**src/hdl/i2c_cfg_pkg.sv**
```systemverilog
// i2c config master definitions
package i2c_cfg_pkg;

    localparam int CLK_PERIOD_NS = 10;  // 100 MHz

    // standard mode phase lengths in clocks
    localparam int T_SU_STA = 4700 / CLK_PERIOD_NS;  // start setup
    localparam int T_HD_STA = 4000 / CLK_PERIOD_NS;  // start hold
    localparam int T_LOW    = 4700 / CLK_PERIOD_NS;  // scl low
    localparam int T_HIGH   = 4000 / CLK_PERIOD_NS;  // scl high
    localparam int T_HD_DAT = 5000 / CLK_PERIOD_NS;  // data hold, longest phase
    localparam int T_SU_STO = 4000 / CLK_PERIOD_NS;  // stop setup

    localparam int FRAME_BITS   = 27;  // addr + reg + data, each with ack
    localparam int FILTER_DEPTH = 4;   // samples that must agree

    localparam int TIMER_W = $clog2(T_HD_DAT + 1);

    typedef logic [6:0]         slave_addr_t;
    typedef logic [7:0]         reg_addr_t;
    typedef logic [7:0]         data_t;
    typedef logic [TIMER_W-1:0] timer_t;
    typedef logic [4:0]         bit_cnt_t;  // 0..27

    // what the tx queue gets loaded with
    typedef enum logic [1:0] {
        FRAME_WR,       // addr/w, reg, data
        FRAME_RD_ADDR,  // addr/w, reg
        FRAME_RD_DATA   // addr/r, released data byte
    } frame_kind_t;

    typedef enum logic [2:0] {
        ST_INIT,
        ST_IDLE,
        ST_START,
        ST_BIT_LOW,    // pull scl low
        ST_BIT_DRIVE,  // put next bit on sda
        ST_BIT_HIGH,   // release scl, sample
        ST_STOP,
        ST_WAIT        // timed wait, then back to ret state
    } ctrl_state_t;

endpackage
```
**src/hdl/frame_if.sv**
```systemverilog
// controller to frame shifter link
`timescale 1ns/1ns

interface frame_if;
    import i2c_cfg_pkg::*;

    // controller side
    logic        load;     // reload queue, clear bit count
    frame_kind_t kind;     // frame to build on load
    logic        shift;    // pop queue head
    logic        sample;   // count a bit, capture sda_s
    logic        sda_s;    // filtered sda level

    // shifter side
    logic        tx_bit;   // queue head
    bit_cnt_t    bit_cnt;  // bits sampled in this frame
    data_t       rx_byte;  // received data byte

    modport ctrl (
        output load, kind, shift, sample, sda_s,
        input  tx_bit, bit_cnt, rx_byte
    );

    modport shifter (
        input  load, kind, shift, sample, sda_s,
        output tx_bit, bit_cnt, rx_byte
    );

endinterface

```
**src/hdl/i2c_cfg_master.sv**
```systemverilog
// camera config i2c master
`timescale 1ns/1ns

module i2c_cfg_master (
    input  logic                     i_clk,          // 100 MHz
    input  logic                     i_rstn,
    input  logic                     i_wr,           // write request
    input  logic                     i_rd,           // read request
    input  i2c_cfg_pkg::slave_addr_t i_slave_addr,
    input  i2c_cfg_pkg::reg_addr_t   i_reg_addr,
    input  i2c_cfg_pkg::data_t       i_wdata,
    output i2c_cfg_pkg::data_t       o_rdata,
    output logic                     o_busy,
    output logic                     o_rdata_valid,
    output logic                     o_nack_slave,   // no ack on address
    output logic                     o_nack_addr,    // no ack on register
    output logic                     o_nack_data,    // no ack on write data
    input  logic                     i_scl,
    input  logic                     i_sda,
    output logic                     o_scl,          // 1 releases the pin
    output logic                     o_sda
);
    import i2c_cfg_pkg::*;

    logic        req_wr, req_rd, accept;
    logic        r_is_read;
    slave_addr_t r_slave_addr;
    reg_addr_t   r_reg_addr;
    data_t       r_wdata;
    logic        scl_f, sda_f;
    logic        tmr_load, tmr_done;
    timer_t      tmr_value;

    frame_if fr_bus ();

    // only taken while idle, no queue behind it
    assign req_wr = i_wr & ~o_busy;
    assign req_rd = i_rd & ~o_busy;
    assign accept = req_wr | req_rd;

    always_ff @(posedge i_clk) begin
        if (!i_rstn)
            r_is_read <= 1'b0;
        else if (accept)
            r_is_read <= i_rd;
    end

    always_ff @(posedge i_clk) begin
        if (accept) begin  // held for the whole transfer
            r_slave_addr <= i_slave_addr;
            r_reg_addr   <= i_reg_addr;
            r_wdata      <= i_wdata;
        end
    end

    line_filter line_filter_inst (
        .i_clk   (i_clk),
        .i_rstn  (i_rstn),
        .i_scl   (i_scl),
        .i_sda   (i_sda),
        .o_scl_f (scl_f),
        .o_sda_f (sda_f)
    );

    phase_timer phase_timer_inst (
        .i_clk   (i_clk),
        .i_rstn  (i_rstn),
        .i_load  (tmr_load),
        .i_value (tmr_value),
        .o_done  (tmr_done)
    );

    frame_shifter frame_shifter_inst (
        .i_clk        (i_clk),
        .i_rstn       (i_rstn),
        .i_slave_addr (r_slave_addr),
        .i_reg_addr   (r_reg_addr),
        .i_wdata      (r_wdata),
        .fr           (fr_bus)
    );

    transfer_ctrl transfer_ctrl_inst (
        .i_clk         (i_clk),
        .i_rstn        (i_rstn),
        .i_req_wr      (req_wr),
        .i_req_rd      (req_rd),
        .i_is_read     (r_is_read),
        .i_scl_f       (scl_f),
        .i_sda_f       (sda_f),
        .fr            (fr_bus),
        .o_tmr_load    (tmr_load),
        .o_tmr_value   (tmr_value),
        .i_tmr_done    (tmr_done),
        .o_scl         (o_scl),
        .o_sda         (o_sda),
        .o_busy        (o_busy),
        .o_rdata_valid (o_rdata_valid),
        .o_nack_slave  (o_nack_slave),
        .o_nack_addr   (o_nack_addr),
        .o_nack_data   (o_nack_data),
        .o_rdata       (o_rdata)
    );

endmodule

```
**src/hdl/transfer_ctrl.sv**
```systemverilog
// i2c transfer sequencer
`timescale 1ns/1ns

module transfer_ctrl (
    input  logic                i_clk,
    input  logic                i_rstn,
    input  logic                i_req_wr,     // accepted write
    input  logic                i_req_rd,     // accepted read
    input  logic                i_is_read,    // latched request type
    input  logic                i_scl_f,
    input  logic                i_sda_f,
    frame_if.ctrl               fr,
    output logic                o_tmr_load,
    output i2c_cfg_pkg::timer_t o_tmr_value,
    input  logic                i_tmr_done,
    output logic                o_scl,        // 1 releases the line
    output logic                o_sda,
    output logic                o_busy,
    output logic                o_rdata_valid,
    output logic                o_nack_slave,
    output logic                o_nack_addr,
    output logic                o_nack_data,
    output i2c_cfg_pkg::data_t  o_rdata
);
    import i2c_cfg_pkg::*;

    ctrl_state_t state, nxt_state;
    ctrl_state_t ret_state, nxt_ret_state;  // where a timed wait returns

    logic     first_phase, nxt_first_phase;  // read: register write part
    logic     nxt_scl, nxt_sda;
    logic     nxt_busy, nxt_rdata_valid;
    logic     nxt_nack_slave, nxt_nack_addr, nxt_nack_data;
    logic     rdata_cap;
    logic     accept;
    bit_cnt_t end_idx;

    assign accept  = i_req_wr | i_req_rd;
    assign end_idx = i_is_read ? bit_cnt_t'(18) : bit_cnt_t'(27);  // extra low bit before stop
    assign fr.sda_s = i_sda_f;
    assign fr.kind  = !i_is_read ? FRAME_WR :
                      first_phase ? FRAME_RD_ADDR : FRAME_RD_DATA;

    always_comb begin
        nxt_state       = state;
        nxt_ret_state   = ret_state;
        nxt_first_phase = first_phase;
        nxt_scl         = o_scl;
        nxt_sda         = o_sda;
        nxt_busy        = o_busy;
        nxt_rdata_valid = o_rdata_valid;
        nxt_nack_slave  = o_nack_slave;
        nxt_nack_addr   = o_nack_addr;
        nxt_nack_data   = o_nack_data;
        rdata_cap       = 1'b0;
        fr.load         = 1'b0;
        fr.shift        = 1'b0;
        fr.sample       = 1'b0;
        o_tmr_load      = 1'b0;
        o_tmr_value     = '0;

        case (state)
            ST_INIT: begin  // bus released for a start setup time
                nxt_busy      = 1'b1;
                nxt_scl       = 1'b1;
                nxt_sda       = 1'b1;
                o_tmr_load    = 1'b1;
                o_tmr_value   = timer_t'(T_SU_STA);
                nxt_ret_state = ST_IDLE;
                nxt_state     = ST_WAIT;
            end
            ST_IDLE: begin
                nxt_scl  = 1'b1;
                nxt_sda  = 1'b1;
                nxt_busy = 1'b0;
                if (accept) begin
                    nxt_busy        = 1'b1;
                    nxt_rdata_valid = 1'b0;  // status cleared per request
                    nxt_nack_slave  = 1'b0;
                    nxt_nack_addr   = 1'b0;
                    nxt_nack_data   = 1'b0;
                    nxt_first_phase = 1'b1;
                    nxt_state       = ST_START;
                end
            end
            ST_START: begin  // sda falls while scl high
                nxt_sda = 1'b0;
                fr.load = 1'b1;
                if (!i_sda_f) begin
                    o_tmr_load    = 1'b1;
                    o_tmr_value   = timer_t'(T_HD_STA);
                    nxt_ret_state = ST_BIT_LOW;
                    nxt_state     = ST_WAIT;
                end
            end
            ST_BIT_LOW: begin
                nxt_scl = 1'b0;
                if (!i_scl_f) begin  // scl seen low
                    o_tmr_load    = 1'b1;
                    o_tmr_value   = timer_t'(T_HD_DAT);
                    nxt_ret_state = ST_BIT_DRIVE;
                    nxt_state     = ST_WAIT;
                end
            end
            ST_BIT_DRIVE: begin  // sda only changes here, scl low
                nxt_sda       = fr.tx_bit;
                fr.shift      = 1'b1;
                o_tmr_load    = 1'b1;
                o_tmr_value   = timer_t'(T_LOW);
                nxt_ret_state = ST_BIT_HIGH;
                nxt_state     = ST_WAIT;
            end
            ST_BIT_HIGH: begin
                nxt_scl = 1'b1;
                if (i_scl_f) begin  // held here while target stretches scl
                    fr.sample  = 1'b1;
                    o_tmr_load = 1'b1;
                    nxt_state  = ST_WAIT;
                    if (fr.bit_cnt == bit_cnt_t'(8))
                        nxt_nack_slave = o_nack_slave | i_sda_f;
                    else if (fr.bit_cnt == bit_cnt_t'(17) && (!i_is_read || first_phase))
                        nxt_nack_addr = o_nack_addr | i_sda_f;
                    else if (fr.bit_cnt == bit_cnt_t'(26))
                        nxt_nack_data = o_nack_data | i_sda_f;  // writes only get here

                    if (fr.bit_cnt == end_idx) begin
                        o_tmr_value   = timer_t'(T_SU_STO);
                        nxt_ret_state = ST_STOP;
                    end else begin
                        o_tmr_value   = timer_t'(T_HIGH);
                        nxt_ret_state = ST_BIT_LOW;
                    end
                end
            end
            ST_STOP: begin  // sda rises while scl high
                nxt_sda = 1'b1;
                if (i_sda_f) begin
                    o_tmr_load = 1'b1;
                    nxt_state  = ST_WAIT;
                    if (i_is_read && first_phase) begin
                        nxt_first_phase = 1'b0;  // go on to the data phase
                        o_tmr_value     = timer_t'(T_SU_STA - T_SU_STO);
                        nxt_ret_state   = ST_START;
                    end else begin
                        rdata_cap       = i_is_read;
                        nxt_rdata_valid = i_is_read;
                        o_tmr_value     = timer_t'(T_SU_STA);
                        nxt_ret_state   = ST_IDLE;
                    end
                end
            end
            ST_WAIT: begin
                if (i_tmr_done)
                    nxt_state = ret_state;
            end
            default: nxt_state = ST_INIT;
        endcase
    end

    always_ff @(posedge i_clk) begin
        if (!i_rstn) begin
            state         <= ST_INIT;
            ret_state     <= ST_IDLE;
            first_phase   <= 1'b0;
            o_scl         <= 1'b1;  // released
            o_sda         <= 1'b1;
            o_busy        <= 1'b1;  // until init wait ends
            o_rdata_valid <= 1'b0;
            o_nack_slave  <= 1'b0;
            o_nack_addr   <= 1'b0;
            o_nack_data   <= 1'b0;
        end else begin
            state         <= nxt_state;
            ret_state     <= nxt_ret_state;
            first_phase   <= nxt_first_phase;
            o_scl         <= nxt_scl;
            o_sda         <= nxt_sda;
            o_busy        <= nxt_busy;
            o_rdata_valid <= nxt_rdata_valid;
            o_nack_slave  <= nxt_nack_slave;
            o_nack_addr   <= nxt_nack_addr;
            o_nack_data   <= nxt_nack_data;
        end
    end

    // read byte, captured at final stop
    always_ff @(posedge i_clk) begin
        if (rdata_cap)
            o_rdata <= fr.rx_byte;
    end

endmodule

```
**src/hdl/frame_shifter.sv**
```systemverilog
// i2c frame tx queue and rx shift register
`timescale 1ns/1ns

module frame_shifter (
    input  logic                     i_clk,
    input  logic                     i_rstn,
    input  i2c_cfg_pkg::slave_addr_t i_slave_addr,
    input  i2c_cfg_pkg::reg_addr_t   i_reg_addr,
    input  i2c_cfg_pkg::data_t       i_wdata,
    frame_if.shifter                 fr
);
    import i2c_cfg_pkg::*;

    logic [FRAME_BITS-1:0] queue;      // msb goes out first
    logic [FRAME_BITS-1:0] frame_img;  // frame picked by kind
    logic                  rx_window;  // bit index inside the data byte

    // 1'b1 slots are released for the far side to drive
    always_comb begin
        case (fr.kind)
            FRAME_WR: begin
                frame_img = {i_slave_addr, 1'b0, 1'b1,  // addr, write, ack
                             i_reg_addr, 1'b1,          // reg, ack
                             i_wdata, 1'b1};            // data, ack
            end
            FRAME_RD_ADDR: begin
                frame_img = {i_slave_addr, 1'b0, 1'b1,  // addr, write, ack
                             i_reg_addr, 1'b1,          // reg, ack
                             9'b0};                     // low into stop
            end
            FRAME_RD_DATA: begin
                frame_img = {i_slave_addr, 1'b1, 1'b1,  // addr, read, ack
                             8'hff, 1'b1,               // slave data, master nack
                             9'b0};                     // low into stop
            end
            default: frame_img = '1;
        endcase
    end

    // tx queue, zero fill keeps sda low ahead of stop
    always_ff @(posedge i_clk) begin
        if (fr.load)
            queue <= frame_img;
        else if (fr.shift)
            queue <= {queue[FRAME_BITS-2:0], 1'b0};
    end

    assign fr.tx_bit = queue[FRAME_BITS-1];

    // bit index of the next sample
    always_ff @(posedge i_clk) begin
        if (!i_rstn)
            fr.bit_cnt <= '0;
        else if (fr.load)
            fr.bit_cnt <= '0;
        else if (fr.sample)
            fr.bit_cnt <= fr.bit_cnt + bit_cnt_t'(1);
    end

    // data byte sits at indexes 9..16 after address and ack
    assign rx_window = (fr.bit_cnt >= bit_cnt_t'(9)) && (fr.bit_cnt <= bit_cnt_t'(16));

    always_ff @(posedge i_clk) begin
        if (fr.sample && rx_window)
            fr.rx_byte <= {fr.rx_byte[6:0], fr.sda_s};  // msb first
    end

endmodule

```
**src/hdl/phase_timer.sv**
```systemverilog
// bus phase down-counter
`timescale 1ns/1ns

module phase_timer (
    input  logic                i_clk,
    input  logic                i_rstn,
    input  logic                i_load,   // start a new phase
    input  i2c_cfg_pkg::timer_t i_value,  // phase length in clocks
    output logic                o_done
);
    import i2c_cfg_pkg::*;

    timer_t count;

    always_ff @(posedge i_clk) begin
        if (!i_rstn) begin
            count <= '0;  // idle, reads as done
        end else if (i_load) begin
            count <= i_value;
        end else if (count != '0) begin
            count <= count - timer_t'(1);  // stops at zero
        end
    end

    // done at two, one clock is spent entering the wait
    // and one leaving it
    assign o_done = (count <= timer_t'(2));

endmodule

```
**src/hdl/line_filter.sv**
```systemverilog
// scl and sda glitch filter
`timescale 1ns/1ns

module line_filter (
    input  logic i_clk,
    input  logic i_rstn,
    input  logic i_scl,
    input  logic i_sda,
    output logic o_scl_f,
    output logic o_sda_f
);
    import i2c_cfg_pkg::*;

    localparam int LINES = 2;  // [1] scl, [0] sda

    logic [LINES-1:0]                   line_in;
    logic [LINES-1:0][FILTER_DEPTH-1:0] samp_sr;  // sample history per line
    logic [LINES-1:0]                   line_f;   // filtered levels

    assign line_in = {i_scl, i_sda};

    // output only moves once every sample agrees
    // 4 samples + output reg -> 5 cycles latency
    always_ff @(posedge i_clk) begin
        if (!i_rstn) begin
            samp_sr <= '1;  // bus idles high
            line_f  <= '1;
        end else begin
            for (int i = 0; i < LINES; i++) begin
                samp_sr[i] <= {samp_sr[i][FILTER_DEPTH-2:0], line_in[i]};
                if (&samp_sr[i])
                    line_f[i] <= 1'b1;
                else if (~|samp_sr[i])
                    line_f[i] <= 1'b0;  // mixed samples hold last level
            end
        end
    end

    assign o_scl_f = line_f[1];
    assign o_sda_f = line_f[0];

endmodule

```
**config.mk**
```make
export PLATFORM = sky130hd
export DESIGN_NAME = i2c_cfg_master
export DESIGN_NICKNAME = d
export VERILOG_FILES = /design/src/hdl/i2c_cfg_pkg.sv /design/src/hdl/frame_if.sv /design/src/hdl/i2c_cfg_master.sv /design/src/hdl/transfer_ctrl.sv /design/src/hdl/frame_shifter.sv /design/src/hdl/phase_timer.sv /design/src/hdl/line_filter.sv
export SDC_FILE = /design/constraint.sdc
export NUM_CORES = 1
export LEC_CHECK = 0
export ABC_AREA = 1
export BUFFER_PORTS_ARGS = -buffer_cell sky130_fd_sc_hd__buf_2
export CAP_MARGIN = 20
export CORE_MARGIN = 4
export CORE_UTILIZATION = 55
export CTS_BUF_LIST = sky130_fd_sc_hd__clkbuf_8
export DETAILED_ROUTE_END_ITERATION = 8
export PLACE_DENSITY = 0.78
export SETUP_SLACK_MARGIN = 0.1
export SLEW_MARGIN = 20
export SYNTH_ARGS = -nofsm -noshare
export SYNTH_HDL_FRONTEND = slang
export SYNTH_SLANG_ARGS = --single-unit
```
**constraint.sdc**
```tcl
create_clock -name i_clk -period 2.9 [get_ports i_clk]
set_input_delay 0.145 -clock i_clk [delete_from_list [all_inputs] [get_ports i_clk]]
set_output_delay 0.145 -clock i_clk [all_outputs]
set_load 0.05 [all_outputs]
```
Word level (Yosys, flattened, before mapping)
Index checks and enable logic that the tools add are counted.
{ "op_classes": {"magnitude_cmp": 3, "n_div": 0, "multipliers": 0, "n_addsub": 2, "n_bitwise": 8, "n_eq_ne": 26, "reduce_logical": 34, "shift": 0, "mux": 63} }
{ "op_table": {"columns": ["cell", "count"], "rows": [
  ["27-bit one-hot mux with 3 select lines", 1],
  ["9-bit 2-to-1 mux", 7],
  ["27-bit 2-to-1 mux", 2],
  ["9-bit one-hot mux with 5 select lines", 1],
  ["3-bit 2-to-1 mux", 11],
  ["1-bit 2-to-1 mux", 26],
  ["3-bit one-hot mux with 7 select lines", 1],
  ["4-bit AND reduction", 5],
  ["2-bit != test, second input constant", 9],
  ["3-bit one-hot mux with 6 select lines", 1],
  ["1-bit one-hot mux with 2 select lines", 7],
  ["3-bit == test, second input constant", 4],
  ["6-bit AND reduction", 2],
  ["2-bit nonzero test", 6],
  ["5-bit == test, second input constant", 2],
  ["5-bit AND reduction", 2],
  ["9-bit by 2-bit <= comparator with 1-bit output, second input constant", 1],
  ["9-bit nonzero test", 1],
  ["9-bit by 1-bit subtractor with 9-bit output, second input constant", 1],
  ["2-bit by 1-bit != test with 1-bit output, second input constant", 4],
  ["2-bit OR reduction", 4],
  ["4-bit OR reduction", 2],
  ["3-bit by 2-bit == test with 1-bit output, second input constant", 2],
  ["2-bit 2-to-1 mux", 3],
  ["22 further kinds", 31]
]} }
{ "totals": {"output_inout_bits": 15, "latchBits": 0, "n_memories": 0, "register_bits": 105, "mem_bits_ro": 0, "ram_bits": 0, "input_bits": 29} }

Depth between registers and ports, before layout
{ "logic_depth": {"ltp_word": 7, "ltp_mapped": 12, "depth_no_buf": 10} }

Hierarchy
From an unflattened synthesis, not the netlist that was laid out.
{ "hier_totals": {"hier_cells": 523, "hier_area_um2": 4808.4} }
{ "by_module_without_submodules": {"columns": ["mod", "area_per_inst_um2", "seq_area_each_um2", "cells_per_inst", "n_inst"], "rows": [
  ["frame_shifter", 1826.8, 1151.1, 173, 1],
  ["transfer_ctrl", 1287.5, 520.5, 184, 1],
  ["i2c_cfg_master", 762.0, 710.7, 33, 1],
  ["phase_timer", 610.6, 180.2, 96, 1],
  ["line_filter", 321.6, 200.2, 37, 1]
]} }

Worst setup path after synthesis
OpenSTA, ideal clock, no wires.
{ "synth_timing": {"kind": "register to register", "start": "reg transfer_ctrl_inst.state[2]", "end": "reg frame_shifter_inst.queue[0] (enable)", "t_required_ns": 2.487, "path_slack_ns": 0.608, "path_stages_with_launch": 6, "arrival_time_ns": 1.879, "synth_period_minus_slack_ns": 2.292, "cell_sequence": "dfxtp_1 buf_4 nand2_1 nand2_1 inv_1 nor2_1"} }
{ "synth_via": {"elab_chain_cells": 3, "word_cells_on_any_way": 5} }
{ "synth_lines": {"columns": ["item", "line", "rtl"], "rows": [
  ["start, declared", "transfer_ctrl.sv:27", "ctrl_state_t state, nxt_state;"],
  ["start signal, assigned", "transfer_ctrl.sv:173", "state <= nxt_state;"],
  ["3-bit by 2-bit == test with 1-bit output or 3-bit == test (tied branches)", "transfer_ctrl.sv:62", "case (state)"],
  ["1-bit 2-to-1 mux", "transfer_ctrl.sv:62", null],
  ["2-bit nonzero test (no line) *", null, null],
  ["end signal, assigned", "frame_shifter.sv:43", "queue <= frame_img;"],
  ["end signal, assigned", "frame_shifter.sv:45", "queue <= {queue[FRAME_BITS-2:0], 1'b0};"],
  ["end, declared", "frame_shifter.sv:14", "logic [FRAME_BITS-1:0] queue;"]
]} }
Every way passes the cells marked *; elsewhere a longest branch is shown, timed or not.
A chain may end at the register's enable or synchronous reset.

Worst setup path in the final report
{ "layout_timing": {"start": "reg transfer_ctrl_inst.state[2]", "end": "reg phase_timer_inst.count[2]"} }
{ "layout_via": {"elab_chain_cells": 4, "word_cells_on_any_way": 11} }
{ "layout_lines": {"columns": ["item", "line", "rtl"], "rows": [
  ["3-bit == test or 3-bit zero test (tied branches)", "transfer_ctrl.sv:62", null],
  ["2-bit OR reduction (no line)", null, null],
  ["9-bit one-hot mux with 5 select lines or 1-bit one-hot mux with 5 select lines (tied branches)", "transfer_ctrl.sv:62", null],
  ["9-bit 2-to-1 mux or 2-bit nonzero test (tied branches)", null, null],
  ["end signal, assigned", "phase_timer.sv:19", "count <= i_value;"],
  ["end signal, assigned", "phase_timer.sv:21", "count <= count - timer_t'(1);"],
  ["end, declared", "phase_timer.sv:13", "timer_t count;"]
]} }
Parallel ways exist; a longest one is shown, timed or not.

==> impl_metrics.json <==
{
  "status": "completed",
  "track_usage": 0.198,
  "holdCritStartpoint": "i_rstn",
  "antenna_cells": 0,
  "wl_um": 9070,
  "slew_viol_final": 0,
  "pwr_density_cell_nw_per_um2": 922,
  "place_congestion": 0.906,
  "grt_max_degree": 29,
  "firstDrtPassIters": 4,
  "grt_overflow_total": 0,
  "cp-start-kind": "register",
  "fill_cells": 603,
  "hold_viol": 0,
  "final_cells": 610,
  "cts_tree": "yes",
  "fin_crit_ns": 1.97,
  "max_slew.worst_pin.slew_ns": 0.760,
  "mostFrequentLayoutCells": "nand2_1 (80), edfxtp_1 (66), nor2_1 (46), buf_2 (43), dfxtp_1 (39)",
  "power_mw": 4.84,
  "maxCapViolCount": 0,
  "ys_ff_latch": 105,
  "yosysWarnings": 0,
  "cp-end-kind": "register",
  "syn_area_um2": 4520,
  "ant_nets": 0,
  "ios": 44,
  "syn2layout_area_growth_pct": 16.1,
  "cp.required_ns": 3.16,
  "hpwl_um": 6000,
  "grt_pass1_vias": 3239,
  "die_area_um2": 9740,
  "swShare": 0.371,
  "ys_async_sr_fraction": 0,
  "ys_types": 40,
  "ys_seq_area_frac": 0.611,
  "nNetsFinal": 542,
  "synth_ff_type": "edfxtp_1",
  "core_um2": 7850,
  "cts_setup_buffers": 0,
  "final_common_cell": "nand2_1",
  "period_share": 0.680,
  "wire_per_inst_um": 14.9,
  "r2r-end": "phase_timer_inst.count[2]",
  "dp.cells": 569,
  "final_layout_size_suffix_gt1_frac": 0.181,
  "rows": 32,
  "routed_via_density": 5.35,
  "met1_usage": 0.252,
  "place_ws_ns": 0.956,
  "fmax_mhz": 507,
  "path_clk_slew_ns": 0.10,
  "grt_pass1_wl_um": 15400,
  "fin_skew_ns": 0.0102,
  "stdcell_area_um2": 5250,
  "dieWidth_um": 98.7,
  "die_y_um": 98.7,
  "tns_ns": 0,
  "worstSetupPathType": "reg2reg",
  "reg2reg_from": "transfer_ctrl_inst.state[2]",
  "netlist.area_leader.share": 0.438,
  "synth-edff-count": 66,
  "synth_area_leaders": "edfxtp_1 (44%), dfxtp_1 (17%), nand2_1 (6.6%)",
  "insertion_delay_ns": 0.37,
  "use_met2": 0.334,
  "clkPwrFrac": 0.168,
  "rr_worst_depth": 9,
  "p_sw_mw": 1.80,
  "syn_nets": 472,
  "htree_levels": 3,
  "clkSinkCount": 105,
  "busiest_layer": "met2",
  "cts_root_buf": "clkbuf_8",
  "antenna_found_initial": 0,
  "numCtsBuffers": 9,
  "hp-class": "in2reg",
  "p_seq_frac": 0.481,
  "path_max_fanout": 21,
  "synth_top_cell_by_area": "edfxtp_1",
  "leakagePower_nw": 2.14,
  "cp.arrival_ns": 2.23,
  "comb_power_share": 0.350,
  "setup_viol": 0,
  "drc_errors": 0,
  "drt_iter0_markers": 178,
  "use_met3": 0.0439,
  "rsz0062_at_grt": "no",
  "port_buffers": 43,
  "vias": 3262,
  "ir_drop_v": 0.000453,
  "post_dp_cell_area_um2": 4820,
  "p_int_mw": 3.04,
  "cts_max_path_buffers": 2,
  "timing.final.ws_setup_ns": 0.929,
  "slew_headroom": 0.492,
  "rrSetupSlack_ns": 0.93,
  "synth_cells": 433,
  "syn_avg_cell_area_um2": 10.4,
  "worstHoldPathCells": 2,
  "hold_end": "transfer_ctrl_inst.ret_state[0]",
  "start_util": 0.576
}
## area by class of cell
| cell class | instances | area [um^2] | area share |
|---|---|---|---|
| clock inverter | 7 | 53.8 | 0.0103 |
| tap | 102 | 128 | 0.0243 |
| multi-input combinational | 281 | 1550 | 0.296 |
| inverter | 34 | 133 | 0.0253 |
| sequential | 105 | 2760 | 0.526 |
| clock buffer | 9 | 124 | 0.0236 |
| timing repair buffer | 72 | 495 | 0.0944 |
## routing by layer
metal  routed length [um]  share of wire
met1                 3890           0.43
met3                  492          0.054
met2                 4520           0.50
met4                  166          0.018
met5                    0              0
## worst max path at each step
stage,start,to,slack [ns],cells past startpoint
floorplan,transfer_ctrl_inst.state[2],frame_shifter_inst.queue[0],0.61,5
global placement,transfer_ctrl_inst.state[2],phase_timer_inst.count[8],1.01,9
detailed placement,transfer_ctrl_inst.state[2],frame_shifter_inst.queue[4],0.96,6
CTS,transfer_ctrl_inst.state[2],frame_shifter_inst.queue[4],0.93,6
global route,transfer_ctrl_inst.state[2],phase_timer_inst.count[8],0.77,9
finish,transfer_ctrl_inst.state[2],phase_timer_inst.count[2],0.93,9
## registers in the layout, summed over array words and instances (netlist names), 2 cells and up
signal,cells
frame_shifter_inst.fr.bit_cnt,5
frame_shifter_inst.fr.rx_byte,8
frame_shifter_inst.queue,27
line_filter_inst.line_f,2
line_filter_inst.samp_sr,8
phase_timer_inst.count,9
r_reg_addr,8
r_slave_addr,7
r_wdata,8
transfer_ctrl_inst.o_rdata,8
transfer_ctrl_inst.ret_state,3
transfer_ctrl_inst.state,3
## worst max-delay path, stage by stage, from the launching register on
cell     delay, ns
dfxtp_1       0.61
inv_2         0.18
nand2_2       0.13
nor2_4        0.11
nand2_2       0.13
nand2_4       0.07
nor2_4        0.28
nand2_1       0.16
nand2_1       0.14
a21oi_1       0.06
## Yosys cell counts, drive strengths merged (3+ instances only)
master	number
inv	34
o21ai	22
nor3	7
nor2	52
clkbuf	5
o21a	8
dfxtp	39
nand3	30
a21oi	19
or2	10
a2bb2oi	15
xnor2	3
ha	10
edfxtp	66
buf	8
nand4	5
nand2	87
## metrics by stage
step           hold slack, ns   util
6_report                0.109  0.669
5_1_grt                 0.110  0.669
4_1_cts                0.0942  0.669
3_5_place_dp            0.323  0.614
3_3_place_gp            0.321  0.614
2_1_floorplan           0.244      -
## what timing repair did
| item | in CTS | in global routing |
|---|---|---|
| resized for setup | 0 | 0 |
| hold buffers | 25 | 0 |
| endpoints found under the hold margin | 25 | 0 |
## power groups by stage
stage                     registers, mW  clock network (mW)  logic, mW
after floorplan                    2.31                   0       1.34
after global placement             2.34                   0       1.60
after detailed placement           2.35                   0       1.66
after CTS                          2.32               0.837       1.69
after global routing               2.37               0.911       1.91
final                              2.33               0.814       1.70
## logic make-up (layout without fill, tap and decap cells)
| logic type | count (synthesis) | in the layout | share of synthesized area |
|---|---|---|---|
| adders and majority gates | 10 | 10 | 0.0277 |
| DFF | 105 | 105 | 0.611 |
| xor gates and xnor gates | 5 | 5 | 0.00969 |
| buffers and inverters | 47 | 122 | 0.0468 |
| AOI/OAI and AO/OA | 71 | 71 | 0.0996 |
| and+or+nand+nor | 195 | 195 | 0.205 |
No activity file was read; power rests on OpenSTA's default activity.
